--- src/verilog/ncpu32k_macros.svh ---
/*
 * Core-wide width and reset parameters
 * Data, address and instruction widths are all assumed equal to 32
 * Changing NCPU_REG_AW also resizes the register file
 */
`ifndef NCPU32K_MACROS_SVH
`define NCPU32K_MACROS_SVH

// Datapath widths
`define NCPU_DW 32
`define NCPU_AW 32
`define NCPU_IW 32

// Register file
`define NCPU_REG_AW 5
`define NCPU_REG_NUM (1 << `NCPU_REG_AW)

// PC after reset
`define NCPU_ERST_VECTOR 32'h0000_0000

`endif

--- src/verilog/ncpu32k_pkg.sv ---
/*
 * Shared types and instruction field layout
 * Opcode codes not listed in opcode_e are decoded as NOP
 * STW uses the rd field as the store data register
 */
package ncpu32k_pkg;

   // Six-bit major opcode
   typedef enum logic [5:0] {
      OPC_NOP    = 6'h00,
      OPC_AND    = 6'h01,
      OPC_OR     = 6'h02,
      OPC_XOR    = 6'h03,
      OPC_LSL    = 6'h04,
      OPC_LSR    = 6'h05,
      OPC_ASR    = 6'h06,
      OPC_ADD    = 6'h07,
      OPC_ADDI   = 6'h08,
      OPC_LDW    = 6'h09,
      OPC_STW    = 6'h0a,
      OPC_JMPREG = 6'h0b
   } opcode_e;

   typedef enum logic {
      FETCH_REQ  = 1'b0,  // Outstanding word is wanted
      FETCH_DROP = 1'b1   // Outstanding word belongs to a squashed path
   } fetch_state_e;

   // Instruction fields
   localparam int OPC_MSB = 31;
   localparam int OPC_LSB = 26;
   localparam int RD_MSB  = 25;
   localparam int RD_LSB  = 21;
   localparam int RS1_MSB = 20;
   localparam int RS1_LSB = 16;
   localparam int RS2_MSB = 15;
   localparam int RS2_LSB = 11;
   localparam int IMM_MSB = 15;  // Overlaps rs2
   localparam int IMM_LSB = 0;

endpackage

--- src/verilog/ncpu32k_exc_if.sv ---
/*
 * Decode-to-execute bundle
 * Everything except pipe3_ready comes from the decode pipeline register
 */
`timescale 1ns/10ps
`include "ncpu32k_macros.svh"

interface ncpu32k_exc_if;
   logic                     valid;        // Slot holds a live instruction
   ncpu32k_pkg::opcode_e     opcode;
   logic [`NCPU_DW-1:0]      operand_1;    // rs1
   logic [`NCPU_DW-1:0]      operand_2;    // rs2 or sign-extended immediate
   logic [`NCPU_DW-1:0]      store_data;
   logic [`NCPU_REG_AW-1:0]  wb_reg_addr;
   logic                     wb_en;        // Already cleared for rd == 0
   logic [`NCPU_AW-1:0]      insn_pc;
   logic                     pipe3_ready;  // Execute retires this cycle

   modport dec (
      output valid, opcode, operand_1, operand_2, store_data,
      output wb_reg_addr, wb_en, insn_pc
   );

   modport exc (
      input  valid, opcode, operand_1, operand_2, store_data,
      input  wb_reg_addr, wb_en, insn_pc,
      output pipe3_ready
   );
endinterface

--- src/verilog/ncpu32k_core.sv ---
/*
 * Three-stage in-order core top level
 * Instruction and data buses are request levels held until the strobe
 * A stage advances only when every later stage is ready
 */
`timescale 1ns/10ps
`include "ncpu32k_macros.svh"

module ncpu32k_core (
   input  logic                clk_i,
   input  logic                rst_n_i,
   input  logic [`NCPU_DW-1:0] d_i,              // Load data
   input  logic [`NCPU_IW-1:0] insn_i,           // Instruction word
   input  logic                insn_ready_i,     // Instruction returned
   input  logic                dbus_rd_ready_i,  // Load data valid
   input  logic                dbus_we_done_i,   // Store accepted
   output logic [`NCPU_DW-1:0] d_o,              // Store data
   output logic [`NCPU_AW-1:0] addr_o,
   output logic                dbus_rd_o,
   output logic                dbus_we_o,
   output logic [`NCPU_AW-1:0] iaddr_o,
   output logic                ibus_rd_o
);
   logic [`NCPU_REG_AW-1:0] rs1_addr, rs2_addr, rd_addr;
   logic [`NCPU_DW-1:0]     rs1, rs2, rd;
   logic                    rd_we;
   logic [`NCPU_IW-1:0]     insn;
   logic [`NCPU_AW-1:0]     insn_pc;
   logic                    insn_valid;
   logic                    jmp;
   logic [`NCPU_AW-1:0]     jmp_addr;
   logic                    pipe1_flow, pipe2_flow, pipe3_flow;
   logic                    pipe1_ready;

   ncpu32k_exc_if exc_bus ();

   //////////////////////////////////////////////////////////////
   // Flow chain
   //////////////////////////////////////////////////////////////

   assign pipe1_ready = insn_valid;     // Fetch holds a word
   assign pipe3_flow  = exc_bus.pipe3_ready;
   assign pipe2_flow  = pipe3_flow;     // Decode never stalls
   assign pipe1_flow  = pipe2_flow & pipe1_ready;

   ncpu32k_regfile regfile0 (
      .clk_i      (clk_i),
      .rst_n_i    (rst_n_i),
      .rs1_addr_i (rs1_addr),
      .rs2_addr_i (rs2_addr),
      .rd_addr_i  (rd_addr),
      .rd_i       (rd),
      .rd_we_i    (rd_we),
      .rs1_o      (rs1),
      .rs2_o      (rs2)
   );

   ncpu32k_fetch fetch0 (
      .clk_i        (clk_i),
      .rst_n_i      (rst_n_i),
      .insn_i       (insn_i),
      .insn_ready_i (insn_ready_i),
      .pipe1_flow_i (pipe1_flow),
      .jmp_i        (jmp),
      .jmp_addr_i   (jmp_addr),
      .iaddr_o      (iaddr_o),
      .ibus_rd_o    (ibus_rd_o),
      .insn_o       (insn),
      .insn_pc_o    (insn_pc),
      .insn_valid_o (insn_valid)
   );

   ncpu32k_decode decode0 (
      .clk_i        (clk_i),
      .rst_n_i      (rst_n_i),
      .insn_i       (insn),
      .insn_pc_i    (insn_pc),
      .insn_valid_i (insn_valid),
      .pipe2_flow_i (pipe2_flow),
      .flush_i      (jmp),              // Squash the word behind a jump
      .rs1_addr_o   (rs1_addr),
      .rs2_addr_o   (rs2_addr),
      .rs1_i        (rs1),
      .rs2_i        (rs2),
      .exc          (exc_bus.dec)
   );

   ncpu32k_execute execute0 (
      .exc             (exc_bus.exc),
      .d_i             (d_i),
      .dbus_rd_ready_i (dbus_rd_ready_i),
      .dbus_we_done_i  (dbus_we_done_i),
      .d_o             (d_o),
      .addr_o          (addr_o),
      .dbus_rd_o       (dbus_rd_o),
      .dbus_we_o       (dbus_we_o),
      .rd_addr_o       (rd_addr),
      .rd_o            (rd),
      .rd_we_o         (rd_we),
      .jmp_o           (jmp),
      .jmp_addr_o      (jmp_addr)
   );

endmodule

--- src/verilog/ncpu32k_decode.sv ---
/*
 * Decode stage and the decode-to-execute pipeline register
 * Register operands are read in the same cycle as write-back
 * STW reads its store data through the rd field on the rs2 port
 * Unknown opcodes become NOP
 */
`timescale 1ns/10ps
`include "ncpu32k_macros.svh"

module ncpu32k_decode (
   input  logic                    clk_i,
   input  logic                    rst_n_i,
   input  logic [`NCPU_IW-1:0]     insn_i,
   input  logic [`NCPU_AW-1:0]     insn_pc_i,
   input  logic                    insn_valid_i,
   input  logic                    pipe2_flow_i,
   input  logic                    flush_i,       // Jump taken in execute
   output logic [`NCPU_REG_AW-1:0] rs1_addr_o,
   output logic [`NCPU_REG_AW-1:0] rs2_addr_o,
   input  logic [`NCPU_DW-1:0]     rs1_i,
   input  logic [`NCPU_DW-1:0]     rs2_i,
   ncpu32k_exc_if.dec              exc
);
   localparam int IMM_W = ncpu32k_pkg::IMM_MSB - ncpu32k_pkg::IMM_LSB + 1;

   logic [$bits(ncpu32k_pkg::opcode_e)-1:0] opc_field;
   ncpu32k_pkg::opcode_e    opc;
   logic [`NCPU_REG_AW-1:0] rd_addr;
   logic [IMM_W-1:0]        imm;
   logic [`NCPU_DW-1:0]     imm_sext;
   logic                    use_imm;  // operand_2 from the immediate
   logic                    writes_rd;

   //////////////////////////////////////////////////////////////
   // Field extraction
   //////////////////////////////////////////////////////////////

   assign opc_field = insn_i[ncpu32k_pkg::OPC_MSB:ncpu32k_pkg::OPC_LSB];
   assign rd_addr   = insn_i[ncpu32k_pkg::RD_MSB:ncpu32k_pkg::RD_LSB];
   assign imm       = insn_i[ncpu32k_pkg::IMM_MSB:ncpu32k_pkg::IMM_LSB];
   assign imm_sext  = {{(`NCPU_DW-IMM_W){imm[IMM_W-1]}}, imm};

   always_comb begin
      opc       = ncpu32k_pkg::OPC_NOP;
      use_imm   = 1'b0;
      writes_rd = 1'b0;
      case (opc_field)
         ncpu32k_pkg::OPC_AND, ncpu32k_pkg::OPC_OR, ncpu32k_pkg::OPC_XOR,
         ncpu32k_pkg::OPC_LSL, ncpu32k_pkg::OPC_LSR, ncpu32k_pkg::OPC_ASR,
         ncpu32k_pkg::OPC_ADD, ncpu32k_pkg::OPC_JMPREG: begin
            opc       = ncpu32k_pkg::opcode_e'(opc_field);
            writes_rd = 1'b1;
         end
         ncpu32k_pkg::OPC_ADDI, ncpu32k_pkg::OPC_LDW: begin
            opc       = ncpu32k_pkg::opcode_e'(opc_field);
            use_imm   = 1'b1;
            writes_rd = 1'b1;
         end
         ncpu32k_pkg::OPC_STW: begin
            opc       = ncpu32k_pkg::OPC_STW;
            use_imm   = 1'b1;   // Offset, no register written
         end
         default: ;             // NOP
      endcase
   end

   // Operand read
   assign rs1_addr_o = insn_i[ncpu32k_pkg::RS1_MSB:ncpu32k_pkg::RS1_LSB];
   assign rs2_addr_o = (opc == ncpu32k_pkg::OPC_STW) ? rd_addr :
                       insn_i[ncpu32k_pkg::RS2_MSB:ncpu32k_pkg::RS2_LSB];

   //////////////////////////////////////////////////////////////
   // Pipeline register
   //////////////////////////////////////////////////////////////

   always_ff @(posedge clk_i or negedge rst_n_i) begin
      if (!rst_n_i)
         exc.valid <= 1'b0;
      else if (pipe2_flow_i)
         exc.valid <= insn_valid_i & ~flush_i;  // Bubble otherwise
   end

   always_ff @(posedge clk_i) begin
      if (pipe2_flow_i) begin
         exc.opcode      <= opc;
         exc.operand_1   <= rs1_i;
         exc.operand_2   <= use_imm ? imm_sext : rs2_i;
         exc.store_data  <= rs2_i;
         exc.wb_reg_addr <= rd_addr;
         exc.wb_en       <= writes_rd & (rd_addr != '0);
         exc.insn_pc     <= insn_pc_i;
      end
   end

endmodule

--- src/verilog/ncpu32k_execute.sv ---
/*
 * Execute stage with logic, arithmetic and memory units plus write-back
 * ALU ops and jumps retire in one cycle
 * Loads and stores hold the data bus until its ready or done strobe
 * Shift amounts use only the low five bits of operand_2
 */
`timescale 1ns/10ps
`include "ncpu32k_macros.svh"

module ncpu32k_execute (
   ncpu32k_exc_if.exc              exc,
   input  logic [`NCPU_DW-1:0]     d_i,
   input  logic                    dbus_rd_ready_i,
   input  logic                    dbus_we_done_i,
   output logic [`NCPU_DW-1:0]     d_o,
   output logic [`NCPU_AW-1:0]     addr_o,
   output logic                    dbus_rd_o,
   output logic                    dbus_we_o,
   output logic [`NCPU_REG_AW-1:0] rd_addr_o,
   output logic [`NCPU_DW-1:0]     rd_o,
   output logic                    rd_we_o,
   output logic                    jmp_o,
   output logic [`NCPU_AW-1:0]     jmp_addr_o
);
   logic op_and, op_or, op_xor;
   logic op_lsl, op_lsr, op_asr, op_shift;
   logic op_add, op_load, op_store, op_jmp;

   logic [`NCPU_DW-1:0]   lu_and, lu_or, lu_xor;
   logic [`NCPU_DW-1:0]   shift_lsw;   // Reversed for left shifts
   logic [`NCPU_DW-1:0]   shift_msw;   // Sign fill for ASR
   logic [2*`NCPU_DW-1:0] shift_wide;
   logic [`NCPU_DW-1:0]   shift_right;
   logic [`NCPU_DW-1:0]   lu_shift;
   logic [`NCPU_DW-1:0]   au_sum;
   logic [`NCPU_DW-1:0]   linkaddr;

   // One-hot opcode bits, dead when the slot is empty
   assign op_and   = exc.valid & (exc.opcode == ncpu32k_pkg::OPC_AND);
   assign op_or    = exc.valid & (exc.opcode == ncpu32k_pkg::OPC_OR);
   assign op_xor   = exc.valid & (exc.opcode == ncpu32k_pkg::OPC_XOR);
   assign op_lsl   = exc.valid & (exc.opcode == ncpu32k_pkg::OPC_LSL);
   assign op_lsr   = exc.valid & (exc.opcode == ncpu32k_pkg::OPC_LSR);
   assign op_asr   = exc.valid & (exc.opcode == ncpu32k_pkg::OPC_ASR);
   assign op_add   = exc.valid & ((exc.opcode == ncpu32k_pkg::OPC_ADD) |
                                  (exc.opcode == ncpu32k_pkg::OPC_ADDI));
   assign op_load  = exc.valid & (exc.opcode == ncpu32k_pkg::OPC_LDW);
   assign op_store = exc.valid & (exc.opcode == ncpu32k_pkg::OPC_STW);
   assign op_jmp   = exc.valid & (exc.opcode == ncpu32k_pkg::OPC_JMPREG);
   assign op_shift = op_lsl | op_lsr | op_asr;

   //////////////////////////////////////////////////////////////
   // Logic unit
   //////////////////////////////////////////////////////////////

   assign lu_and = exc.operand_1 & exc.operand_2;
   assign lu_or  = exc.operand_1 | exc.operand_2;
   assign lu_xor = exc.operand_1 ^ exc.operand_2;

   function automatic logic [`NCPU_DW-1:0] reverse_bits(input logic [`NCPU_DW-1:0] a);
      logic [`NCPU_DW-1:0] r;
      for (int i = 0; i < `NCPU_DW; i++) begin
         r[`NCPU_DW-1-i] = a[i];
      end
      return r;
   endfunction

   // Left shift done as a right shift of the reversed word
   assign shift_lsw   = op_lsl ? reverse_bits(exc.operand_1) : exc.operand_1;
   assign shift_msw   = op_asr ? {`NCPU_DW{exc.operand_1[`NCPU_DW-1]}} : '0;
   assign shift_wide  = {shift_msw, shift_lsw} >> exc.operand_2[4:0];
   assign shift_right = shift_wide[`NCPU_DW-1:0];
   assign lu_shift    = op_lsl ? reverse_bits(shift_right) : shift_right;

   //////////////////////////////////////////////////////////////
   // Arithmetic and memory units
   //////////////////////////////////////////////////////////////

   assign au_sum = exc.operand_1 + exc.operand_2;  // Also base + offset

   assign addr_o    = au_sum[`NCPU_AW-1:0];
   assign d_o       = exc.store_data;
   assign dbus_rd_o = op_load;
   assign dbus_we_o = op_store;

   // Stall until the bus strobe on loads and stores
   assign exc.pipe3_ready = op_load  ? dbus_rd_ready_i :
                            op_store ? dbus_we_done_i  : 1'b1;

   // Register jump with link
   assign jmp_o      = op_jmp;
   assign jmp_addr_o = exc.operand_1[`NCPU_AW-1:0];
   assign linkaddr   = `NCPU_DW'(exc.insn_pc + `NCPU_AW'd4);

   //////////////////////////////////////////////////////////////
   // Result select and write-back
   //////////////////////////////////////////////////////////////

   assign rd_o = ({`NCPU_DW{op_and}}   & lu_and)   |
                 ({`NCPU_DW{op_or}}    & lu_or)    |
                 ({`NCPU_DW{op_xor}}   & lu_xor)   |
                 ({`NCPU_DW{op_shift}} & lu_shift) |
                 ({`NCPU_DW{op_add}}   & au_sum)   |
                 ({`NCPU_DW{op_load}}  & d_i)      |
                 ({`NCPU_DW{op_jmp}}   & linkaddr);

   assign rd_addr_o = exc.wb_reg_addr;
   assign rd_we_o   = exc.pipe3_ready & exc.valid & exc.wb_en;

endmodule

--- src/verilog/ncpu32k_fetch.sv ---
/*
 * Fetch stage with PC, instruction bus request and a one-entry buffer
 * ibus_rd_o and iaddr_o are registered and held until insn_ready_i
 * Only one request is outstanding at a time
 * A word returning after a jump is discarded
 */
`timescale 1ns/10ps
`include "ncpu32k_macros.svh"

module ncpu32k_fetch (
   input  logic                clk_i,
   input  logic                rst_n_i,
   input  logic [`NCPU_IW-1:0] insn_i,
   input  logic                insn_ready_i,
   input  logic                pipe1_flow_i,  // Buffer taken by decode
   input  logic                jmp_i,
   input  logic [`NCPU_AW-1:0] jmp_addr_i,
   output logic [`NCPU_AW-1:0] iaddr_o,
   output logic                ibus_rd_o,
   output logic [`NCPU_IW-1:0] insn_o,
   output logic [`NCPU_AW-1:0] insn_pc_o,
   output logic                insn_valid_o
);
   ncpu32k_pkg::fetch_state_e state_q;
   logic                req_q;        // Request level on the bus
   logic [`NCPU_AW-1:0] iaddr_q;      // Address of the held request
   logic [`NCPU_AW-1:0] pc_q;         // Next address to request
   logic                buf_valid_q;
   logic [`NCPU_IW-1:0] buf_insn_q;
   logic [`NCPU_AW-1:0] buf_pc_q;
   logic                done;         // Word returns this cycle
   logic                keep;         // Word goes into the buffer
   logic                hold;         // Request still open next cycle
   logic                buf_valid_d;
   logic                issue;        // Start a new request next cycle
   logic [`NCPU_AW-1:0] pc_sel;

   assign done  = req_q & insn_ready_i;
   assign keep  = done & (state_q == ncpu32k_pkg::FETCH_REQ) & ~jmp_i;
   assign hold  = req_q & ~insn_ready_i;
   assign buf_valid_d = keep | (buf_valid_q & ~pipe1_flow_i & ~jmp_i);
   assign issue = ~hold & ~buf_valid_d;  // Buffer is free for the next word
   assign pc_sel = jmp_i ? jmp_addr_i : pc_q;

   always_ff @(posedge clk_i or negedge rst_n_i) begin
      if (!rst_n_i) begin
         state_q     <= ncpu32k_pkg::FETCH_REQ;
         req_q       <= 1'b0;
         iaddr_q     <= `NCPU_ERST_VECTOR;
         pc_q        <= `NCPU_ERST_VECTOR;
         buf_valid_q <= 1'b0;
      end else begin
         req_q       <= hold | issue;
         buf_valid_q <= buf_valid_d;
         if (issue) begin
            iaddr_q <= pc_sel;
            pc_q    <= pc_sel + `NCPU_AW'd4;
         end else if (jmp_i) begin
            pc_q    <= jmp_addr_i;  // Taken once the stale request returns
         end
         if (jmp_i && hold)
            state_q <= ncpu32k_pkg::FETCH_DROP;
         else if (done)
            state_q <= ncpu32k_pkg::FETCH_REQ;
      end
   end

   // Buffer payload
   always_ff @(posedge clk_i) begin
      if (keep) begin
         buf_insn_q <= insn_i;
         buf_pc_q   <= iaddr_q;
      end
   end

   assign iaddr_o      = iaddr_q;
   assign ibus_rd_o    = req_q;
   assign insn_o       = buf_insn_q;
   assign insn_pc_o    = buf_pc_q;
   assign insn_valid_o = buf_valid_q;

endmodule

--- src/verilog/ncpu32k_regfile.sv ---
/*
 * General purpose register file, two read ports and one write port
 * Reads are combinational and see a write of the same cycle
 * r0 is hard-wired to zero
 */
`timescale 1ns/10ps
`include "ncpu32k_macros.svh"

module ncpu32k_regfile (
   input  logic                    clk_i,
   input  logic                    rst_n_i,
   input  logic [`NCPU_REG_AW-1:0] rs1_addr_i,
   input  logic [`NCPU_REG_AW-1:0] rs2_addr_i,
   input  logic [`NCPU_REG_AW-1:0] rd_addr_i,
   input  logic [`NCPU_DW-1:0]     rd_i,
   input  logic                    rd_we_i,
   output logic [`NCPU_DW-1:0]     rs1_o,
   output logic [`NCPU_DW-1:0]     rs2_o
);
   logic [`NCPU_DW-1:0] regs_q [1:`NCPU_REG_NUM-1];  // No storage for r0

   // Read with write-through so decode sees the write-back of this cycle
   always_comb begin
      if (rs1_addr_i == '0)
         rs1_o = '0;
      else if (rd_we_i && (rd_addr_i == rs1_addr_i))
         rs1_o = rd_i;
      else
         rs1_o = regs_q[rs1_addr_i];
      if (rs2_addr_i == '0)
         rs2_o = '0;
      else if (rd_we_i && (rd_addr_i == rs2_addr_i))
         rs2_o = rd_i;
      else
         rs2_o = regs_q[rs2_addr_i];
   end

   always_ff @(posedge clk_i or negedge rst_n_i) begin
      if (!rst_n_i) begin
         for (int i = 1; i < `NCPU_REG_NUM; i++) begin
            regs_q[i] <= '0;
         end
      end else if (rd_we_i && (rd_addr_i != '0)) begin  // Writes to r0 dropped
         regs_q[rd_addr_i] <= rd_i;
      end
   end

endmodule
--- config.mk ---
export PLATFORM = sky130hd
export DESIGN_NAME = ncpu32k_core
export DESIGN_NICKNAME = d
export VERILOG_FILES = /design/src/verilog/ncpu32k_pkg.sv /design/src/verilog/ncpu32k_exc_if.sv /design/src/verilog/ncpu32k_core.sv /design/src/verilog/ncpu32k_decode.sv /design/src/verilog/ncpu32k_execute.sv /design/src/verilog/ncpu32k_fetch.sv /design/src/verilog/ncpu32k_regfile.sv
export VERILOG_INCLUDE_DIRS = /design/src /design/src/verilog
export SDC_FILE = /design/constraint.sdc
export NUM_CORES = 2
export LEC_CHECK = 0
export BUFFER_PORTS_ARGS = -buffer_cell sky130_fd_sc_hd__buf_2
export CAP_MARGIN = 5
export CORE_UTILIZATION = 55
export DETAILED_ROUTE_END_ITERATION = 10
export PLACE_DENSITY = 0.71
export SLEW_MARGIN = 15
export SYNTH_ARGS = -nofsm -noshare
export SYNTH_HDL_FRONTEND = slang
export SYNTH_SLANG_ARGS = --single-unit
--- constraint.sdc ---
create_clock -name clk_i -period 13.9 [get_ports clk_i]
set_clock_uncertainty 0.05 [all_clocks]
set_input_delay 1.39 -clock clk_i [delete_from_list [all_inputs] [get_ports clk_i]]
set_output_delay 1.39 -clock clk_i [all_outputs]
set_load 0.02 [all_outputs]
==> flow_summary.json <==
{
  "cts_buffers": 137,
  "synth_area_per_cell_um2": 9.88,
  "hold_class": "flop to flop",
  "cp.arrival_ns": 5.08,
  "clkPwrFrac_pct": 38.2,
  "port_buffers": 167,
  "p_leak_uw": 0.0328,
  "cpPeakStageDelay_ns": 0.59,
  "power.density_mw_per_mm2": 125,
  "drcViolationCount": 0,
  "maxCapViolations": 0,
  "core_mm2": 0.129,
  "fin_nets": 7221,
  "drt-wirelength-per-cell_um": 34.8,
  "h-tree-depth": 4,
  "hold_violations": 0,
  "post-cts-setup-buffers": 0,
  "async_flop_share_pct": 83.9,
  "synth_top_area_share_pct": 37.0,
  "seqPwrFrac_pct": 43.6,
  "synth.distinct_cells": 111,
  "crit_family": "compound AO/OA/AOI/OAI gates",
  "synth_edf_count": 204,
  "fin_area_mm2": 0.0786,
  "pwr-share-comb_pct": 18.2,
  "clk_path_buf_depth": 3,
  "p_sw_uw": 3060,
  "grt_pass1_wl_um": 441000,
  "ctsHoldBuffers": 0,
  "synthTopCellsByArea": "dfrtp_1 37%, mux4_2 10%, edfxtp_1 8.5%, nand2_1 5.7%, a21oi_1 4.6%",
  "path_cells": "buf_4, inv_2, ha_1, a211oi_1, nor2_1, o21ai_1, o21ai_0, a31oi_1, nand2_1, a21oi_1, xnor2_1, buf_2",
  "cp_slowest_cell": "buf_4",
  "clock_sinks": 1264,
  "synth_top_area_cell": "dfrtp_1",
  "ys_ff_latch": 1264,
  "die_x_um": 363,
  "fin_crit_ns": 6.52,
  "finalSetupTns_ns": 0,
  "worstMarginPinSlew_ns": 1.33,
  "fp.dieArea_mm2": 0.132,
  "crit_required_ns": 12.46,
  "drt-initial-drc-count": 9982,
  "startpoint_type": "flop",
  "switching_share_pct": 31.2,
  "final_layout_size_suffix_gt1_share_pct": 16.6,
  "grt_max_degree": 163,
  "gp_congestion": 1.07,
  "initial_core_util_pct": 55.4,
  "hp-start": "fetch0.insn_pc_o[27]$_DFFE_PP_",
  "crit_type": "flop to output port",
  "slew_violations": 0,
  "grt_pass1_vias": 60400,
  "yosys_warnings": 0,
  "rsz0062_at_grt": "false",
  "syn_area_mm2": 0.0717,
  "fp-row-count": 132,
  "dp_hpwl_um": 200000,
  "wl_um": 312000,
  "clk_latency_ns": 0.80,
  "period_share_pct": 46.9,
  "routed_via_density": 7.17,
  "synth_top_flop_cell": "dfrtp_1",
  "ios": 168,
  "cts-resized-gates": 0,
  "path_buf_inv": 3,
  "vias": 64200,
  "finalSetupViolCount": 0,
  "p_int_uw": 6740,
  "vdd_drop_max_mv": 0.115,
  "clk_pin_slew_ns": 0.05,
  "worst_slack_ns": 7.38,
  "synth_seq_area_share_pct": 45.5,
  "die-height_um": 363,
  "status": "completed",
  "critPathLaunch": "decode0.exc.operand_2[1]$_DFFE_PP_",
  "dr.pass1.iters": 9,
  "placed_cell_area_mm2": 0.0740,
  "r2r_start": "fetch0.insn_o[28]$_DFFE_PP_",
  "end_kind": "output port",
  "grt_overflow": 0,
  "cp_max_fo": 59,
  "synthCells": 7261,
  "relSlewSlack_pct": 10.8,
  "dpl_worst_slack_ns": 8.26,
  "final_util_pct": 60.7,
  "ant_nets": 0,
  "root_buffer": "clkbuf_16",
  "areaGrowthSynthToFinish_pct": 9.60,
  "grt_antenna_before_repair": 26,
  "grtUsageTotal_pct": 46.9,
  "fmax_mhz": 153,
  "cts_tree": "done"
}
==> per-stage QoR <==
step	hold WS, ns	cells	total power [uW]
finish	0.369	8954	9800
global route	0.372	8934	10000
CTS	0.369	8934	9730
detailed placement	0.355	8688	6030
global placement	0.352	8688	6010
floorplan	0.350	7262	5250
==> placed cells by master, fill, tap and decap left out, types with 20 or more instances in the layout <==
| master | Yosys | final |
|---|---|---|
| nand2_1 | 1088 | 1074 |
| dfrtp_1 | 1060 | 1060 |
| a21oi_1 | 660 | 656 |
| nor2_1 | 664 | 644 |
| o21ai_0 | 593 | 593 |
| mux4_2 | 322 | 322 |
| mux2i_1 | 258 | 256 |
| edfxtp_1 | 204 | 204 |
| buf_4 | 39 | 187 |
| buf_2 | 153 | 166 |
| nand3_1 | 164 | 163 |
| clkbuf_16 | 0 | 140 |
| mux2_2 | 132 | 132 |
| a211oi_1 | 104 | 103 |
| inv_1 | 95 | 95 |
| a31oi_1 | 86 | 84 |
| and3_1 | 68 | 67 |
| ha_1 | 66 | 66 |
| xnor2_1 | 64 | 64 |
| a221oi_1 | 56 | 56 |
| nor3_1 | 54 | 51 |
| o21ai_1 | 46 | 45 |
| o22ai_1 | 43 | 43 |
| o221ai_1 | 42 | 42 |
| a32oi_1 | 41 | 41 |
| a21o_1 | 41 | 40 |
| o211ai_1 | 40 | 40 |
| a22oi_1 | 38 | 38 |
| xor2_1 | 36 | 36 |
| and2_1 | 38 | 35 |
| nand4_1 | 32 | 32 |
| a2111oi_0 | 32 | 32 |
| clkbuf_1 | 429 | 32 |
| nand2b_1 | 29 | 26 |
| a22o_1 | 26 | 26 |
| clkinv_2 | 1 | 22 |
| nor2_4 | 2 | 21 |
| clkbuf_8 | 0 | 21 |
| diode_2 | 0 | 20 |
==> cell families after synthesis <==
logic type                 count (synthesis)  synth area share (%)
DFF                                     1264                  45.5
adders and majority gates                 67                  1.18
xor gates and xnor gates                 100                  1.22
other                                      1               0.00523
and+or+nand+nor                         2250                  13.4
buffers and inverters                    781                  4.66
muxes                                    729                  16.1
AOI/OAI and AO/OA                       2069                  17.9
==> path summary, 6_finish.rpt <==
check	slack [ns]	cells past startpoint	endpoint
setup reg to reg	7.93	12	decode0.exc.operand_2[1]$_DFFE_PP_
hold reg to reg	0.37	0	decode0.exc.insn_pc[27]$_DFFE_PP_
hold / removal	0.37	0	decode0.exc.insn_pc[27]$_DFFE_PP_
max in group asynchronous	9.92	4	regfile0.regs_q[675]$_DFFE_PN0P_
setup / recovery	7.38	12	addr_o[29]
min in group asynchronous	0.63	1	regfile0.regs_q[727]$_DFFE_PN0P_
==> state kept, by name, summed over array words and instances (netlist names), 5 cells and up <==
name	flops
fetch0.insn_pc_o	32
decode0.exc.operand_2	32
decode0.exc.wb_reg_addr	5
fetch0.pc_q	32
fetch0.iaddr_o	32
regfile0.regs_q	992
decode0.exc.store_data	32
decode0.exc.insn_pc	32
fetch0.insn_o	32
decode0.exc.operand_1	32
decode0.exc.opcode	6
==> layer usage <==
| metal | global-route usage, % | vias to the layer above | wire [um] |
|---|---|---|---|
| met5 | 0 | - | 207 |
| met1 | 59.1 | 31600 | 111000 |
| met3 | 16.2 | 1370 | 42300 |
| met4 | 34.8 | 26 | 27500 |
| li1 | - | 26200 | - |
| met2 | 66.8 | 5105 | 131000 |
==> worst reg2reg max path, stage by stage, from the launching register on <==
cell       delay [ns]
edfxtp_1         0.42
or4b_1           0.60
buf_4            0.25
o21ai_4          0.44
nand2_4          0.63
buf_12           0.55
nor2_1           0.75
buf_4            0.33
a32oi_1          0.14
a21oi_1          0.48
a2bb2oi_1        0.60
mux2i_1          0.20
a22o_1           0.23
==> Yosys cell counts, drive strengths merged (15+ instances only) <==
library cell,number
a22o,26
a22oi,38
a32oi,41
mux2,147
a31oi,87
a211oi,110
nor2,672
nand4,32
and3,68
o21a,17
a21o,41
o2111ai,19
nor2b,17
ha,66
nor4,15
a21oi,661
a221o,16
o221ai,42
xnor2,64
and2,38
a2111oi,35
clkbuf,429
o22ai,43
nor3,59
nand2,1091
nand3,165
mux2i,259
a221oi,62
o211ai,40
nand2b,29
inv,97
buf,253
o21ai,640
edfxtp,204
mux4,323
dfrtp,1060
xor2,36
==> area by class of cell <==
| type | count | area, um^2 |
|---|---|---|
| well taps | 1742 | 2180 |
| inverters | 99 | 373 |
| diodes | 20 | 50.0 |
| fillers | 10900 | 50900 |
| repair buffers | 366 | 2490 |
| clock buffers | 193 | 3910 |
| clock inverters | 53 | 654 |
| multi-input cells | 5217 | 36300 |
| flip-flops and latches | 1264 | 32700 |
==> power by group through the flow <==
| stage | logic, uW | registers [uW] | clock network [uW] |
|---|---|---|---|
| finish | 1790 | 4270 | 3740 |
| global route | 1850 | 4280 | 3900 |
| CTS | 1720 | 4250 | 3750 |
| detailed placement | 1710 | 4320 | 0 |
| global placement | 1700 | 4310 | 0 |
| floorplan | 1010 | 4250 | 0 |
Note: power is estimated with default switching activity, not from simulation.
